### src/logic/turf_pkg.sv
`default_nettype none

package turf_pkg;

    ////////////////////////////////////////
    // Types
    ////////////////////////////////////////

    // Processor GPIO value, tristate or input word
    typedef logic [15:0] gpio_word_t;

    // Register bank address and read data
    typedef logic [1:0]  reg_addr_t;
    typedef logic [31:0] reg_data_t;

    // One bit per TURFIO, A in bit 0
    typedef logic [3:0]  tio_bits_t;

    // Crate-bridge valid map, four bits per TURFIO
    typedef logic [15:0] bridge_valid_t;

    ////////////////////////////////////////
    // GPIO bit map
    ////////////////////////////////////////

    // Top nibble is the TURFIO resets
    localparam int TIO_RESET_LSB    = 12;
    localparam int TIMEPULSE1_BIT   = 11;
    localparam int PPS_BIT          = 10;
    // Output side only, GPS EXTINT1/EXTINT0
    localparam int EXTINT_LSB       = 8;
    localparam int HSK_COMPLETE_BIT = 2;
    localparam int HSK_IRQ_BIT      = 1;
    localparam int UART_IRQ_BIT     = 0;

    ////////////////////////////////////////
    // Identification
    ////////////////////////////////////////

    // "TURF" in ASCII
    localparam reg_data_t   IDENT_WORD    = 32'h5455_5246;
    localparam logic [3:0]  VER_MAJOR     = 4'd0;
    localparam logic [3:0]  VER_MINOR     = 4'd6;
    localparam logic [7:0]  VER_REV       = 8'd0;
    localparam logic [15:0] FIRMWARE_DATE = 16'h0000;
    localparam logic        REV_B         = 1'b1;

    // Rev flag, 15 date bits, then major/minor/rev
    localparam reg_data_t DATEVERSION = {REV_B, FIRMWARE_DATE[14:0],
                                         VER_MAJOR, VER_MINOR, VER_REV};

    // Register map
    localparam reg_addr_t ADDR_IDENT        = 2'd0;
    localparam reg_addr_t ADDR_DATEVERSION  = 2'd1;
    localparam reg_addr_t ADDR_BRIDGE_VALID = 2'd2;
    localparam reg_addr_t ADDR_GPIO_IN      = 2'd3;

    ////////////////////////////////////////
    // UART 16x baud ticks
    ////////////////////////////////////////

    // 8 MHz from 100 MHz, 82/1024 is within 0.1%
    localparam int unsigned HSK_TICK_ADD   = 82;
    localparam int unsigned HSK_TICK_WIDTH = 10;
    // 16x of 38400 baud
    localparam int unsigned GPS_TICK_ADD   = 25;
    localparam int unsigned GPS_TICK_WIDTH = 12;

endpackage

`default_nettype wire

### src/logic/pueo_turf_ctl.sv
`timescale 1ns/1ps
`default_nettype none

module pueo_turf_ctl (
    input  wire                       ps_clk,
    input  wire                       arst_n_i,

    // Processor EMIO GPIO
    input  wire turf_pkg::gpio_word_t emio_gpio_o_i,
    input  wire turf_pkg::gpio_word_t emio_gpio_t_i,
    output wire turf_pkg::gpio_word_t emio_gpio_i_o,

    // TURFIO reset pins, split into value, enable and pad input
    input  wire turf_pkg::tio_bits_t  tresetb_i,
    output wire turf_pkg::tio_bits_t  tresetb_o,
    output wire turf_pkg::tio_bits_t  tresetb_oe_o,

    // GPS. Timepulse 0 belongs to the time logic, only TP1 is mapped here
    input  wire [1:0]                 gps_timepulse_i,
    output wire [1:0]                 gps_extint_o,

    // Status flags
    input  wire                       pps_pulse_i,
    input  wire                       hsk_irq_i,
    input  wire                       hsk_complete_i,
    input  wire                       uart_irq_b_i,
    input  wire turf_pkg::tio_bits_t  aurora_up_i,

    // Register read port
    input  wire                       rd_stb_i,
    input  wire turf_pkg::reg_addr_t  rd_addr_i,
    output wire                       rd_valid_o,
    output wire turf_pkg::reg_data_t  rd_data_o,

    // UART debug 16x ticks
    output wire                       hsk_tick_o,
    output wire                       gps_tick_o
);

    ////////////////////////////////////////
    // GPIO mapping
    ////////////////////////////////////////

    turf_gpio_map u_gpio_map (
        .ps_clk           (ps_clk),
        .arst_n_i         (arst_n_i),
        .gpio_o_i         (emio_gpio_o_i),
        .gpio_t_i         (emio_gpio_t_i),
        .gpio_in_o        (emio_gpio_i_o),
        .tresetb_i        (tresetb_i),
        .gps_timepulse1_i (gps_timepulse_i[1]),
        .pps_pulse_i      (pps_pulse_i),
        .hsk_irq_i        (hsk_irq_i),
        .hsk_complete_i   (hsk_complete_i),
        .uart_irq_b_i     (uart_irq_b_i),
        .tresetb_o        (tresetb_o),
        .tresetb_oe_o     (tresetb_oe_o),
        .gps_extint_o     (gps_extint_o)
    );

    ////////////////////////////////////////
    // ID and status registers
    ////////////////////////////////////////

    // GPIO read returns the same synchronized word the processor sees
    turf_id_regs u_id_regs (
        .ps_clk      (ps_clk),
        .arst_n_i    (arst_n_i),
        .rd_stb_i    (rd_stb_i),
        .rd_addr_i   (rd_addr_i),
        .rd_valid_o  (rd_valid_o),
        .rd_data_o   (rd_data_o),
        .gpio_in_i   (emio_gpio_i_o),
        .aurora_up_i (aurora_up_i)
    );

    ////////////////////////////////////////
    // Baud ticks
    ////////////////////////////////////////

    uart_baud_tick #(
        .INCREMENT (turf_pkg::HSK_TICK_ADD),
        .ACC_WIDTH (turf_pkg::HSK_TICK_WIDTH)
    ) u_hsk_tick (
        .ps_clk   (ps_clk),
        .arst_n_i (arst_n_i),
        .tick_o   (hsk_tick_o)
    );

    uart_baud_tick #(
        .INCREMENT (turf_pkg::GPS_TICK_ADD),
        .ACC_WIDTH (turf_pkg::GPS_TICK_WIDTH)
    ) u_gps_tick (
        .ps_clk   (ps_clk),
        .arst_n_i (arst_n_i),
        .tick_o   (gps_tick_o)
    );

endmodule

`default_nettype wire

### src/logic/turf_gpio_map.sv
`timescale 1ns/1ps
`default_nettype none

module turf_gpio_map (
    input  wire                       ps_clk,
    input  wire                       arst_n_i,
    // Processor side
    input  wire turf_pkg::gpio_word_t gpio_o_i,
    input  wire turf_pkg::gpio_word_t gpio_t_i,
    output turf_pkg::gpio_word_t      gpio_in_o,
    // Pads and status flags, all asynchronous
    input  wire turf_pkg::tio_bits_t  tresetb_i,
    input  wire                       gps_timepulse1_i,
    input  wire                       pps_pulse_i,
    input  wire                       hsk_irq_i,
    input  wire                       hsk_complete_i,
    input  wire                       uart_irq_b_i,
    // Pin controls
    output turf_pkg::tio_bits_t       tresetb_o,
    output turf_pkg::tio_bits_t       tresetb_oe_o,
    output logic [1:0]                gps_extint_o
);

    localparam int NUM_TIO    = $bits(turf_pkg::tio_bits_t);
    localparam int NUM_EXTINT = 2;
    // Four reset pads plus five single-bit flags
    localparam int NUM_SYNC   = NUM_TIO + 5;

    logic [NUM_SYNC-1:0] pad_async;
    logic [NUM_SYNC-1:0] pad_meta;
    logic [NUM_SYNC-1:0] pad_sync;

    turf_pkg::tio_bits_t tio_sync;
    logic                tp1_sync;
    logic                pps_sync;
    logic                hsk_complete_sync;
    logic                hsk_irq_sync;
    logic                uart_irq_sync;

    ////////////////////////////////////////
    // Input synchronizer
    ////////////////////////////////////////

    assign pad_async = {tresetb_i, gps_timepulse1_i, pps_pulse_i,
                        hsk_complete_i, hsk_irq_i, uart_irq_b_i};

    always_ff @(posedge ps_clk or negedge arst_n_i) begin
        if (!arst_n_i) begin
            pad_meta <= '0;
            pad_sync <= '0;
        end else begin
            pad_meta <= pad_async;
            pad_sync <= pad_meta;
        end
    end

    assign {tio_sync, tp1_sync, pps_sync,
            hsk_complete_sync, hsk_irq_sync, uart_irq_sync} = pad_sync;

    // Processor input word, unused bits read zero
    always_comb begin
        gpio_in_o = '0;
        gpio_in_o[turf_pkg::TIO_RESET_LSB +: NUM_TIO] = tio_sync;
        gpio_in_o[turf_pkg::TIMEPULSE1_BIT]           = tp1_sync;
        gpio_in_o[turf_pkg::PPS_BIT]                  = pps_sync;
        gpio_in_o[turf_pkg::HSK_COMPLETE_BIT]         = hsk_complete_sync;
        gpio_in_o[turf_pkg::HSK_IRQ_BIT]              = hsk_irq_sync;
        gpio_in_o[turf_pkg::UART_IRQ_BIT]             = uart_irq_sync;
    end

    ////////////////////////////////////////
    // Pin controls
    ////////////////////////////////////////

    // Tristate bit high means the pad floats, so enable is its inverse.
    // Out of reset every enable is low and the resets are released.
    always_ff @(posedge ps_clk or negedge arst_n_i) begin
        if (!arst_n_i) begin
            tresetb_o    <= '0;
            tresetb_oe_o <= '0;
            gps_extint_o <= '0;
        end else begin
            tresetb_o    <= gpio_o_i[turf_pkg::TIO_RESET_LSB +: NUM_TIO];
            tresetb_oe_o <= ~gpio_t_i[turf_pkg::TIO_RESET_LSB +: NUM_TIO];
            // EXTINT only driven while its tristate bit is low
            gps_extint_o <= gpio_o_i[turf_pkg::EXTINT_LSB +: NUM_EXTINT] &
                            ~gpio_t_i[turf_pkg::EXTINT_LSB +: NUM_EXTINT];
        end
    end

    // Reserved input bits never carry anything
    spare_bits_zero: assert property (
        @(posedge ps_clk) disable iff (!arst_n_i)
        gpio_in_o[9:3] == '0
    ) else $error("gpio_in_o reserved bits 9:3 not zero");

endmodule

`default_nettype wire

### src/logic/turf_id_regs.sv
`timescale 1ns/1ps
`default_nettype none

module turf_id_regs (
    input  wire                       ps_clk,
    input  wire                       arst_n_i,
    // Read port, one strobe gives one response a cycle later
    input  wire                       rd_stb_i,
    input  wire turf_pkg::reg_addr_t  rd_addr_i,
    output logic                      rd_valid_o,
    output turf_pkg::reg_data_t       rd_data_o,
    // Status sources
    input  wire turf_pkg::gpio_word_t gpio_in_i,
    input  wire turf_pkg::tio_bits_t  aurora_up_i
);

    localparam int NUM_TIO = $bits(turf_pkg::tio_bits_t);

    wire turf_pkg::bridge_valid_t bridge_valid;
    turf_pkg::reg_data_t          rd_mux;

    ////////////////////////////////////////
    // Bridge valid map
    ////////////////////////////////////////

    // Per TURFIO, from the top: two unimplemented bridges, Aurora link,
    // then the "none" bridge which is always valid
    for (genvar k = 0; k < NUM_TIO; k++) begin : g_bridge_valid
        assign bridge_valid[4*k +: 4] = {2'b00, aurora_up_i[k], 1'b1};
    end

    ////////////////////////////////////////
    // Read path
    ////////////////////////////////////////

    always_comb begin
        rd_mux = '0;
        case (rd_addr_i)
            turf_pkg::ADDR_IDENT: begin
                rd_mux = turf_pkg::IDENT_WORD;
            end
            turf_pkg::ADDR_DATEVERSION: begin
                rd_mux = turf_pkg::DATEVERSION;
            end
            turf_pkg::ADDR_BRIDGE_VALID: begin
                rd_mux = turf_pkg::reg_data_t'(bridge_valid);
            end
            turf_pkg::ADDR_GPIO_IN: begin
                rd_mux = turf_pkg::reg_data_t'(gpio_in_i);
            end
            default: begin
                rd_mux = '0;
            end
        endcase
    end

    // Data only updates on a strobe, so it holds between responses
    always_ff @(posedge ps_clk or negedge arst_n_i) begin
        if (!arst_n_i) begin
            rd_valid_o <= 1'b0;
            rd_data_o  <= '0;
        end else begin
            rd_valid_o <= rd_stb_i;
            if (rd_stb_i) begin
                rd_data_o <= rd_mux;
            end
        end
    end

    // Every strobe must carry a defined register address
    rd_addr_known: assert property (
        @(posedge ps_clk) disable iff (!arst_n_i)
        rd_stb_i |-> !$isunknown(rd_addr_i)
    ) else $error("rd_addr_i unknown during a read strobe");

endmodule

`default_nettype wire

### src/logic/uart_baud_tick.sv
`timescale 1ns/1ps
`default_nettype none

// Fractional 16x baud tick. The carry out of an ACC_WIDTH-bit phase
// accumulator fires INCREMENT times per 2^ACC_WIDTH cycles.
// INCREMENT must stay below half of 2^ACC_WIDTH for single-cycle ticks.
module uart_baud_tick #(
    parameter int unsigned INCREMENT = 82,
    parameter int unsigned ACC_WIDTH = 10
) (
    input  wire  ps_clk,
    input  wire  arst_n_i,
    output logic tick_o
);

    localparam logic [ACC_WIDTH:0] ADD_VALUE = (ACC_WIDTH + 1)'(INCREMENT);

    // Extra top bit is the carry
    logic [ACC_WIDTH:0] acc;
    logic [ACC_WIDTH:0] acc_next;

    ////////////////////////////////////////
    // Phase accumulator
    ////////////////////////////////////////

    // Carry is dropped every cycle, only the phase is kept
    assign acc_next = {1'b0, acc[ACC_WIDTH-1:0]} + ADD_VALUE;

    always_ff @(posedge ps_clk or negedge arst_n_i) begin
        if (!arst_n_i) begin
            acc <= '0;
        end else begin
            acc <= acc_next;
        end
    end

    assign tick_o = acc[ACC_WIDTH];

    // Increment below half range means no back-to-back carries
    tick_single_cycle: assert property (
        @(posedge ps_clk) disable iff (!arst_n_i)
        tick_o |=> !tick_o
    ) else $error("baud tick high for two cycles");

endmodule

`default_nettype wire

### config.mk
export PLATFORM = sky130hd
export DESIGN_NAME = pueo_turf_ctl
export DESIGN_NICKNAME = d
export VERILOG_FILES = /design/src/logic/turf_pkg.sv /design/src/logic/pueo_turf_ctl.sv /design/src/logic/turf_gpio_map.sv /design/src/logic/turf_id_regs.sv /design/src/logic/uart_baud_tick.sv
export SDC_FILE = /design/constraint.sdc
export NUM_CORES = 1
export LEC_CHECK = 0
export BUFFER_PORTS_ARGS = -buffer_cell sky130_fd_sc_hd__buf_2
export CORE_UTILIZATION = 50
export CTS_BUF_LIST = sky130_fd_sc_hd__clkbuf_8
export DETAILED_ROUTE_END_ITERATION = 6
export PLACE_DENSITY = 0.83
export REMOVE_ABC_BUFFERS = 1
export SETUP_SLACK_MARGIN = 0.02
export SLEW_MARGIN = 20
export SYNTH_ARGS = -nofsm -noshare
export SYNTH_HDL_FRONTEND = slang
export SYNTH_HIERARCHICAL = 1
export SYNTH_SLANG_ARGS = --single-unit
### constraint.sdc
create_clock -name ps_clk -period 4 [get_ports ps_clk]
set_clock_uncertainty 0.2 [all_clocks]
set_input_delay 0.8 -clock ps_clk [delete_from_list [all_inputs] [get_ports ps_clk]]
set_output_delay 0.8 -clock ps_clk [all_outputs]
set_load 0.02 [all_outputs]
==> results, run 1 <==
- The half-perimeter wire length after placement is around 3.3 mm.
- Across all layers, the routed design uses 1697 vias.
- For this run, global-route usage on met2 was measured as 27.2%.
- The share of total power dissipated in the clock network is 38.0%.
- After synthesis, flip-flops and latches occupy 64.6% of the total area.
- Measured along the x axis, the die boundary spans 75.7 um.
- The via count of the first global-routing pass was around 1600.
- The sum of buffers and inverters on the critical path is 1.
- The type of the tightest min-delay check is flop to flop.
- Clock-pin slew was measured on the worst setup and hold paths at 0.07 ns.
- On the worst path, the slowest cell contributes a delay of between 0.4 and 0.5 ns.
- The sort of element at the end of the critical path is an output pin.
- Global routing consumed, on the met3 layer, 6.08% of the routing resources.
- The most common cell in the synthesized netlist is sky130_fd_sc_hd__dfrtp_1.
- The number of antenna violations at the first check in global routing came to 0.
- The detailed-routing iteration count for the pre-antenna-repair pass is 4.
- Derived from the worst setup path, the maximum achievable clock frequency is 502 MHz.
- In this run the core area contains 26 standard-cell rows.
- Summed over all nets, the switching power comes to 0.364 mW.
- In this run the most critical hold path is launched from u_gpio_map/pad_meta[6]$_DFF_PN0_.
- After synthesis, the most frequently instantiated cells are sky130_fd_sc_hd__dfrtp_1 (70), sky130_fd_sc_hd__buf_4 (23), sky130_fd_sc_hd__nand2_1 (12), sky130_fd_sc_hd__xor2_1 (12), sky130_fd_sc_hd__inv_1 (8).
- The total power per unit cell area is about 450 nW/um^2.
- The post-route netlist has 37.7% of its cells at a drive strength greater than 1.
- In this run the cell area measured after placement is 3040 um^2.
- Dividing the detail-routed wire length by the instance count gives 13.0 um.
- The largest delay contributor family on the critical path is flip-flops.
- The repair_antennas step left the layout with diodes totalling 0.
- The largest fanout of any net on the critical path is 8.
- The finished cells cover around 3200 um^2.
- The final max-slew violation count is 0.
- The signal on the critical path passes through buf_2.
- Once the floorplan was initialized, standard cells occupied between 50% and 60% of the core.
- Entering global routing, the biggest net connects 54 pins.
- The static power due to leakage is ~1.6 nW.
- The number of hold-repair buffers added at the cts stage is 0.
- The number of clock buffers inserted by TritonCTS is 9.
- The CTS tree is done.
- The summed negative setup slack over all endpoints is 0 ns.
- The arrival time reported for the critical path endpoint is a little under 1 ns.
- The area taken by flip-flops and latches is ~1800 um^2.
- In the global route stage, met1 resource usage came out at 21.4%.
- The average via count per standard cell is 4.79.
- After synthesis, the largest area contributor takes up 64.6% of total cell area.
- The number of hold violations in the final report is 0.
- The run finished with clean final reports.
- The die covers between 5000 and 6000 um^2.
- After detailed routing, the number of remaining DRC violations is 0.
- The number of nets in the final layout is 332.
- The overall overflow remaining after global route is 0.
- From synthesis to final layout, the design area changed by 19.4%.
- The tree is rooted in a sky130_fd_sc_hd__clkbuf_8.
- The number of gates resized after CTS was 0.
- The smallest clock period supported by the final layout is computed as ~2 ns.
- Buffers added to address setup during post-CTS repair amount to 0.
- The count of flip-flops with a built-in enable after synthesis is 0.
- The worst slew margin relative to its limit is 58.0%.
- The number of sinks handled by clock tree synthesis is 70.
- The die is 75.7 um tall.
- The wire length of the first global-routing pass is 7.02 mm.
- The cell area that synthesis handed to floorplanning was roughly 2700 um^2.
- The synthesis warning total is 6.
- Summed over all instances, the cell type with the most area after synthesis is sky130_fd_sc_hd__dfrtp_1.
- The pin slew with the least headroom to its limit is 0.630 ns.
- The share of the clock period used by the worst path after layout is 49.8%.
- In this run the critical register-to-register path is launched from u_gps_tick/acc[0]$_DFF_PN0_.
- The total track usage is 17.1%.
- The number of design-rule violations left by the first detailed-router iteration is just under 80.
- The cell at the slowest stage of the critical path is sky130_fd_sc_hd__dfrtp_1.
- The mean instance size in the synthesized netlist is 13.2 um^2.
- Counting the fill cells in the layout gives 399.
- Of all flip-flops after synthesis, the portion carrying an async set or reset was 100%.
- The most used flip-flop cell after synthesis is sky130_fd_sc_hd__dfrtp_1.
- The peak supply drop is 0.000245 V.
- The number of placed I/O pins is 112.
- The clock passes through at most 2 buffers.
- Buffers placed on the I/O ports in this run total 75.
- After synthesis the netlist holds a flip-flop and latch count of 70.
- The worst setup path is launched from a flop.
- The insertion delay to the later sink of the worst-skew pair is about 0.33 ns.
- The switching share of power is 25.1%.
- The global routing stage identified its most utilized layer as met2.
- Cell internal power was estimated by the tool at 1.09 mW.
- The H-tree was split into 3 levels.
- For the worst setup path, the data required time is around 3.0 ns.
- The number of failing setup endpoints in the final timing report is 0.
- The final RePlAce weighted congestion is 0.748.
- The most critical setup path has its startpoint at u_id_regs/rd_data_o[30]$_DFFE_PN0P_.
- The core region area is 5170 um^2.
- Per report_power, the sequential group accounts for 51.7% of the total.
- The number of unique standard cell types used by synthesis is 38.
- The number of max-cap violations is 0.
- In the final layout, the multi-input gates occupy 786 um^2.
- Yosys attributes the largest share of cell area to sky130_fd_sc_hd__dfrtp_1 (65%), sky130_fd_sc_hd__buf_4 (6.4%), sky130_fd_sc_hd__xor2_1 (3.9%).
- The category of the critical setup timing path is flop to output pin.
- The count of mapped cells out of synthesis is 205.
- The final layout contains routed wiring with a total length of 4.60 mm.
- The antenna violation net count after detailed routing is 0.
- Setup repair after global routing left no endpoint under its margin.
- The fraction of power consumed by combinational cells is 10.3%.
- The utilization of the core after routing is a little over three fifths.
sequential cells by signal (all words and copies together) (netlist names):
register	cells
u_gpio_map/tresetb_o	4
u_id_regs/rd_valid_o	1
u_gpio_map/pad_sync	9
u_hsk_tick/acc	10
u_gpio_map/gps_extint_o	2
u_gpio_map/pad_meta	9
u_gpio_map/tresetb_oe_o	4
u_id_regs/rd_data_o	18
u_gps_tick/acc	13
layout by cell type (no fill, tap or decap), types with 3 or more instances in the layout:
| cell | synthesis | routed |
|---|---|---|
| sky130_fd_sc_hd__buf_2 | 2 | 75 |
| sky130_fd_sc_hd__dfrtp_1 | 70 | 70 |
| sky130_fd_sc_hd__conb_1 | 2 | 15 |
| sky130_fd_sc_hd__xor2_1 | 12 | 12 |
| sky130_fd_sc_hd__nand2_1 | 12 | 12 |
| sky130_fd_sc_hd__clkbuf_8 | 0 | 10 |
| sky130_fd_sc_hd__inv_1 | 8 | 9 |
| sky130_fd_sc_hd__nor2_1 | 7 | 7 |
| sky130_fd_sc_hd__a21oi_1 | 7 | 7 |
| sky130_fd_sc_hd__nand3_1 | 6 | 6 |
| sky130_fd_sc_hd__o2bb2ai_1 | 6 | 6 |
| sky130_fd_sc_hd__nand2b_1 | 6 | 6 |
| sky130_fd_sc_hd__xnor2_1 | 5 | 5 |
| sky130_fd_sc_hd__nor2b_1 | 4 | 4 |
| sky130_fd_sc_hd__a31o_2 | 4 | 4 |
| sky130_fd_sc_hd__nor3_2 | 3 | 3 |
cells by family (layout without fill, tap and decap cells):
kind of cell	after synthesis	after routing	synth area share (%)
flops	70	70	64.6
fa+ha+maj	2	2	0.922
other cells	2	15	0.277
buf+inv	34	100	8.26
simple gates	48	48	10.7
compound gates	29	29	8.44
xor+xnor	17	17	5.49
mux	3	3	1.29
worst paths after layout:
| kind | end | slack [ns] | cells after the start |
|---|---|---|---|
| setup reg to reg | u_gps_tick/acc[10]$_DFF_PN0_ | 2.44 | 4 |
| setup / recovery | rd_data_o[28] | 2.01 | 1 |
| min in group asynchronous | u_gpio_map/pad_sync[3]$_DFF_PN0_ | 0.18 | 1 |
| hold reg to reg | u_gpio_map/pad_sync[6]$_DFF_PN0_ | 0.14 | 0 |
| hold / removal | u_gpio_map/pad_sync[6]$_DFF_PN0_ | 0.14 | 0 |
| max in group asynchronous | u_gpio_map/tresetb_oe_o[0]$_DFF_PN0_ | 2.45 | 2 |
power by group through the flow:
stage	logic, mW	registers [mW]	clock network, mW
after floorplan	0.0393	0.804	0
after global placement	0.149	0.764	0
after detailed placement	0.152	0.765	0
after CTS	0.152	0.751	0.573
after global routing	0.167	0.754	0.605
final	0.150	0.751	0.552
per-stage QoR:
step	setup slack (ns)	total power [mW]	instances	hold WS, ns
floorplan	1.86	0.843	192	0.131
global placement	2.04	0.912	338	0.132
finish	2.01	1.45	354	0.140
global route	1.91	1.53	354	0.150
detailed placement	2.02	0.917	338	0.135
CTS	1.98	1.48	354	0.141
layout make-up:
| type | count | area share [%] |
|---|---|---|
| timing repair buffer | 76 | 11.8 |
| sequential | 70 | 54.1 |
| clock buffer | 10 | 4.25 |
| multi-input combinational | 114 | 24.3 |
| clock inverter | 6 | 1.93 |
| tap | 70 | 2.70 |
| inverter | 8 | 0.927 |
layer usage:
layer	routed length [um]	vias up	part of all wire, %
met2	2190	73	48
met1	2010	816	44
met3	312	9	6.8
met4	87	0	1.9
met5	0	-	0
li1	-	799	-
Power figures use the tool's default switching activity.
==> inputs of run 2 (changes only) <==
- ABC_AREA: default -> 1
- PLACE_DENSITY: 0.83 -> 0.82
- clock period: 4 -> 2.05 ns (I/O delays scaled with it)
==> run 2 against run 1 <==
Die area grew 3.2%. Cell count grew 23%. Synthesized cell count grew 29%. Largest cell class unchanged. Power grew 120%. Design area grew 11%.
==> results, run 2 <==
- The number of failing setup endpoints in the final timing report is 0.
- The summed negative setup slack over all endpoints is 0 ns.
- The worst hold path belongs to the class primary input to flop.
- Walking the worst path, the cells encountered are buf_2.
- The count of flip-flops with a built-in enable after synthesis is 0.
- The fmax is between 600 and 700 MHz.
- In the synthesized netlist the async set-or-reset flop fraction comes to between 90% and 100%.
- The number of hold violations in the final report was 0.
- Among cell families on the critical path, the largest total delay comes from flip-flops.
- The average routed wire per standard cell is 12.4 um.
- During placement, the flow inserted port buffers numbering 75.
- The largest registers in the layout are u_id_regs/rd_data_o (18), u_gps_tick/acc (13), u_hsk_tick/acc (10).
- The worst stage delay on the critical path is 0.43 ns.
- Summing over every cut layer, the via total after detailed routing is 1999.
- For this run, design rule violations remaining after detail routing come to 0.
- After clock tree synthesis, the clock-pin slew on the worst setup and hold paths is 0.08 ns.
- Leaving out filler cells and counting taps, the final layout contains 435.
- TritonCTS created 9 clock buffers.
- In the synthesized netlist the dominant register cell turns out to be sky130_fd_sc_hd__dfrtp_1.
- The via count of the first global-routing pass is around 2000.
- The floorplan step defined a die boundary enclosing 5910 um^2.
- The power spent charging and discharging nets is 0.768 mW.
- The static power due to leakage is 1.95 nW.
- The worst hold path terminates at u_gpio_map/gps_extint_o[1]$_DFF_PN0_.
- The hold path startpoint is emio_gpio_o_i[9].
- The number of design-rule violations left by the first detailed-router iteration is around 160.
- The wire length after detailed routing is roughly 5.4 mm.
- The detailed-routing iteration count for the pre-antenna-repair pass is 5.
- Compared with the post-synthesis result, the final layout area differs by 28.2%.
- The area share of the largest cell type after synthesis is 62.5%.
- The count of fill cells added during filler insertion is 421.
- The type of element launching the critical path is a flop.
- The later pin in the worst-skew pair is clocked with a latency of 0.34 ns.
- The wire length of the first global-routing pass is 9.30 mm.
- The share of total power dissipated in sequential elements is 46.8%.
- The most repeated cell in the gate-level netlist after synthesis is sky130_fd_sc_hd__dfrtp_1.
- The number of cell rows is 26.
- Measured along the y axis, the die boundary spans approximately 77 um.
- The number of setup buffers added after CTS is 0.
- The synthesis warning total is 6.
- The H-tree was split into 3 levels.
- The fraction of power consumed by the clock network is 43.0%.
- The library cells used most frequently in the layout, excluding fill and tap cells, are sky130_fd_sc_hd__buf_2 (75), sky130_fd_sc_hd__dfrtp_1 (70), sky130_fd_sc_hd__nand2_1 (69).
- Sorting the synthesized cells by area gives the leading types as sky130_fd_sc_hd__dfrtp_1 (63%), sky130_fd_sc_hd__nand2_1 (9.2%), sky130_fd_sc_hd__buf_4 (5.9%).
- The flip-flop count of the largest register after layout is 18.
- Together, buffers and inverters on the worst path number 1.
- The flip-flop and latch count after synthesis is 70.
- Internal power comes to 2.36 mW.
- Leaving out fill and tap cells, the most frequent cell in the layout is sky130_fd_sc_hd__buf_2.
- For this run, the register share of the synthesized area comes to 62.5%.
- The largest fanout of any net on the critical path is 8.
- Subtracting the final worst setup slack from the clock period gives between 1.5 and 2 ns.
- The count of mapped cells out of synthesis is 264.
- The overall overflow remaining after global route is 0.
- The largest buffer count on any clock path is 2.
- The arrival time reported for the critical path endpoint is about 0.97 ns.
- The share of layout cells above drive strength 1 is ~31%.
- The final max-slew violation count is 0.
- Net switching is approximately a quarter of the power.
- The horizontal die dimension is 76.9 um.
- The setup slack of the worst register-to-register path is roughly 0.67 ns.
- Counting instances, the worst hold path has a depth of 3.
- The antenna violation net count after detailed routing is 0.
- The total track usage is 20.7%.
- TritonCTS built the clock tree.
- Among all stages on the critical path, the largest delay is contributed by sky130_fd_sc_hd__dfrtp_1.
- The worst register-to-register path begins at u_hsk_tick/acc[1]$_DFF_PN0_.
- The count of antenna diodes in the layout is 0.
- The final RePlAce weighted congestion is between 0.8 and 0.9.
- The number of nets in the final layout is roughly 410.
- Entering global routing, the biggest net connects 71 pins.
- A synthesized cell averages ~11 um^2.
- Setup repair after global routing left no endpoint under its margin.
- Once placement completed, the tool counted placed cells totaling 399.
- The core region is about 5200 um^2.
- The clock net in this run drives a total of 70 sinks.
- The flow ran to the end, and the final reports show no timing, DRC or antenna violations.
- The total power per unit cell area is 872 nW/um^2.
- Once the floorplan was initialized, standard cells occupied between 50% and 60% of the core.
- By count the netlist is led by sky130_fd_sc_hd__dfrtp_1 (70), sky130_fd_sc_hd__nand2_1 (69), sky130_fd_sc_hd__inv_1 (25).
- The largest total area in the synthesized netlist belongs to sky130_fd_sc_hd__dfrtp_1.
- The worst setup path is captured at an output pin.
- The half-perimeter wire length after placement is 3.39 mm.
- The number of antenna violations at the first check in global routing is 0.
- The peak supply drop is 0.000598 V.
- In this run the count of I/O pins placed on the die edge is 112.
- For the worst flop-to-flop path, the logic depth is 7.
- The fraction of power consumed by combinational cells is between 10% and 20%.
- The share of the clock period used by the worst path after layout is between 70% and 80%.
- The tool flagged a number of max-cap violations equal to 0.
- The worst setup path is of the flop to output pin kind.
- The clock tree root buffer cell is sky130_fd_sc_hd__clkbuf_8.
- The number of unique standard cell types used by synthesis is 25.
- The endpoint required time on the critical path is 1.44 ns.
- The endpoint of the lowest-slack register-to-register path is u_hsk_tick/acc[9]$_DFF_PN0_.
- The largest register by flop count is u_id_regs/rd_data_o.
- The average via count per standard cell is 4.60.
- After synthesis the cells add up to 2800 um^2.
run 2: power by group through the flow:
| stage | clock, mW | sequential (mW) | combinational [mW] |
|---|---|---|---|
| after detailed placement | 0 | 1.49 | 0.290 |
| after CTS | 1.38 | 1.46 | 0.319 |
| after floorplan | 0 | 1.57 | 0.0720 |
| final | 1.35 | 1.47 | 0.319 |
| after global placement | 0 | 1.49 | 0.285 |
| after global routing | 1.44 | 1.47 | 0.347 |
run 2: routing by layer:
layer	up-vias	wire, um	global-route usage (%)
met4	0	80	9.23
met1	922	2270	24.3
met2	87	2740	34.9
li1	980	-	-
met3	10	308	5.95
met5	-	0	0
run 2: per-stage QoR:
step / cell area [um^2] / worst slack [ns] / hold slack [ns] / util, % / power, mW
global route: 3590 / 0.405 / 0.0818 / 68.6 / 3.26
floorplan: 2660 / 0.304 / -0.0856 / - / 1.64
CTS: 3590 / 0.442 / 0.0505 / 68.6 / 3.17
detailed placement: 3150 / 0.668 / 0.135 / 60.1 / 1.78
global placement: 3150 / 0.671 / 0.132 / 60.1 / 1.78
finish: 3590 / 0.471 / 0.0930 / 68.6 / 3.13
run 2: how the worst max path moves through the flow:
stage	cells after the start	startpoint	endpoint
global placement	5	rd_stb_i	u_id_regs/rd_data_o[2]$_DFFE_PN0P_
detailed placement	5	rd_stb_i	u_id_regs/rd_data_o[2]$_DFFE_PN0P_
finish	1	u_id_regs/rd_data_o[30]$_DFFE_PN0P_	rd_data_o[18]
floorplan	0	u_id_regs/rd_data_o[30]$_DFFE_PN0P_	rd_data_o[16]
global route	1	u_id_regs/rd_data_o[30]$_DFFE_PN0P_	rd_data_o[28]
CTS	1	u_id_regs/rd_data_o[30]$_DFFE_PN0P_	rd_data_o[18]
run 2: layout make-up:
type / count / area [um^2] / share of cell area (%)
clock inverter: 7 / 121 / 3.38
inverter: 27 / 114 / 3.17
clock buffer: 9 / 124 / 3.45
multi-input combinational: 156 / 797 / 22.2
sequential: 70 / 1750 / 48.8
tap: 70 / 87.6 / 2.44
timing repair buffer: 96 / 596 / 16.6
run 2: timing repair:
item                      4_1_cts  5_1_grt
gates resized for setup         0        0
hold buffers                   20        0
hold endpoints to repair       89        0
run 2: cells by family after synthesis:
group | Yosys count | synth area share, %
fa+ha+maj | 2 | 0.893
buf+inv | 51 | 10.8
flops | 70 | 62.5
compound gates | 8 | 1.43
simple gates | 125 | 22.0
other cells | 2 | 0.268
xor+xnor | 6 | 2.14
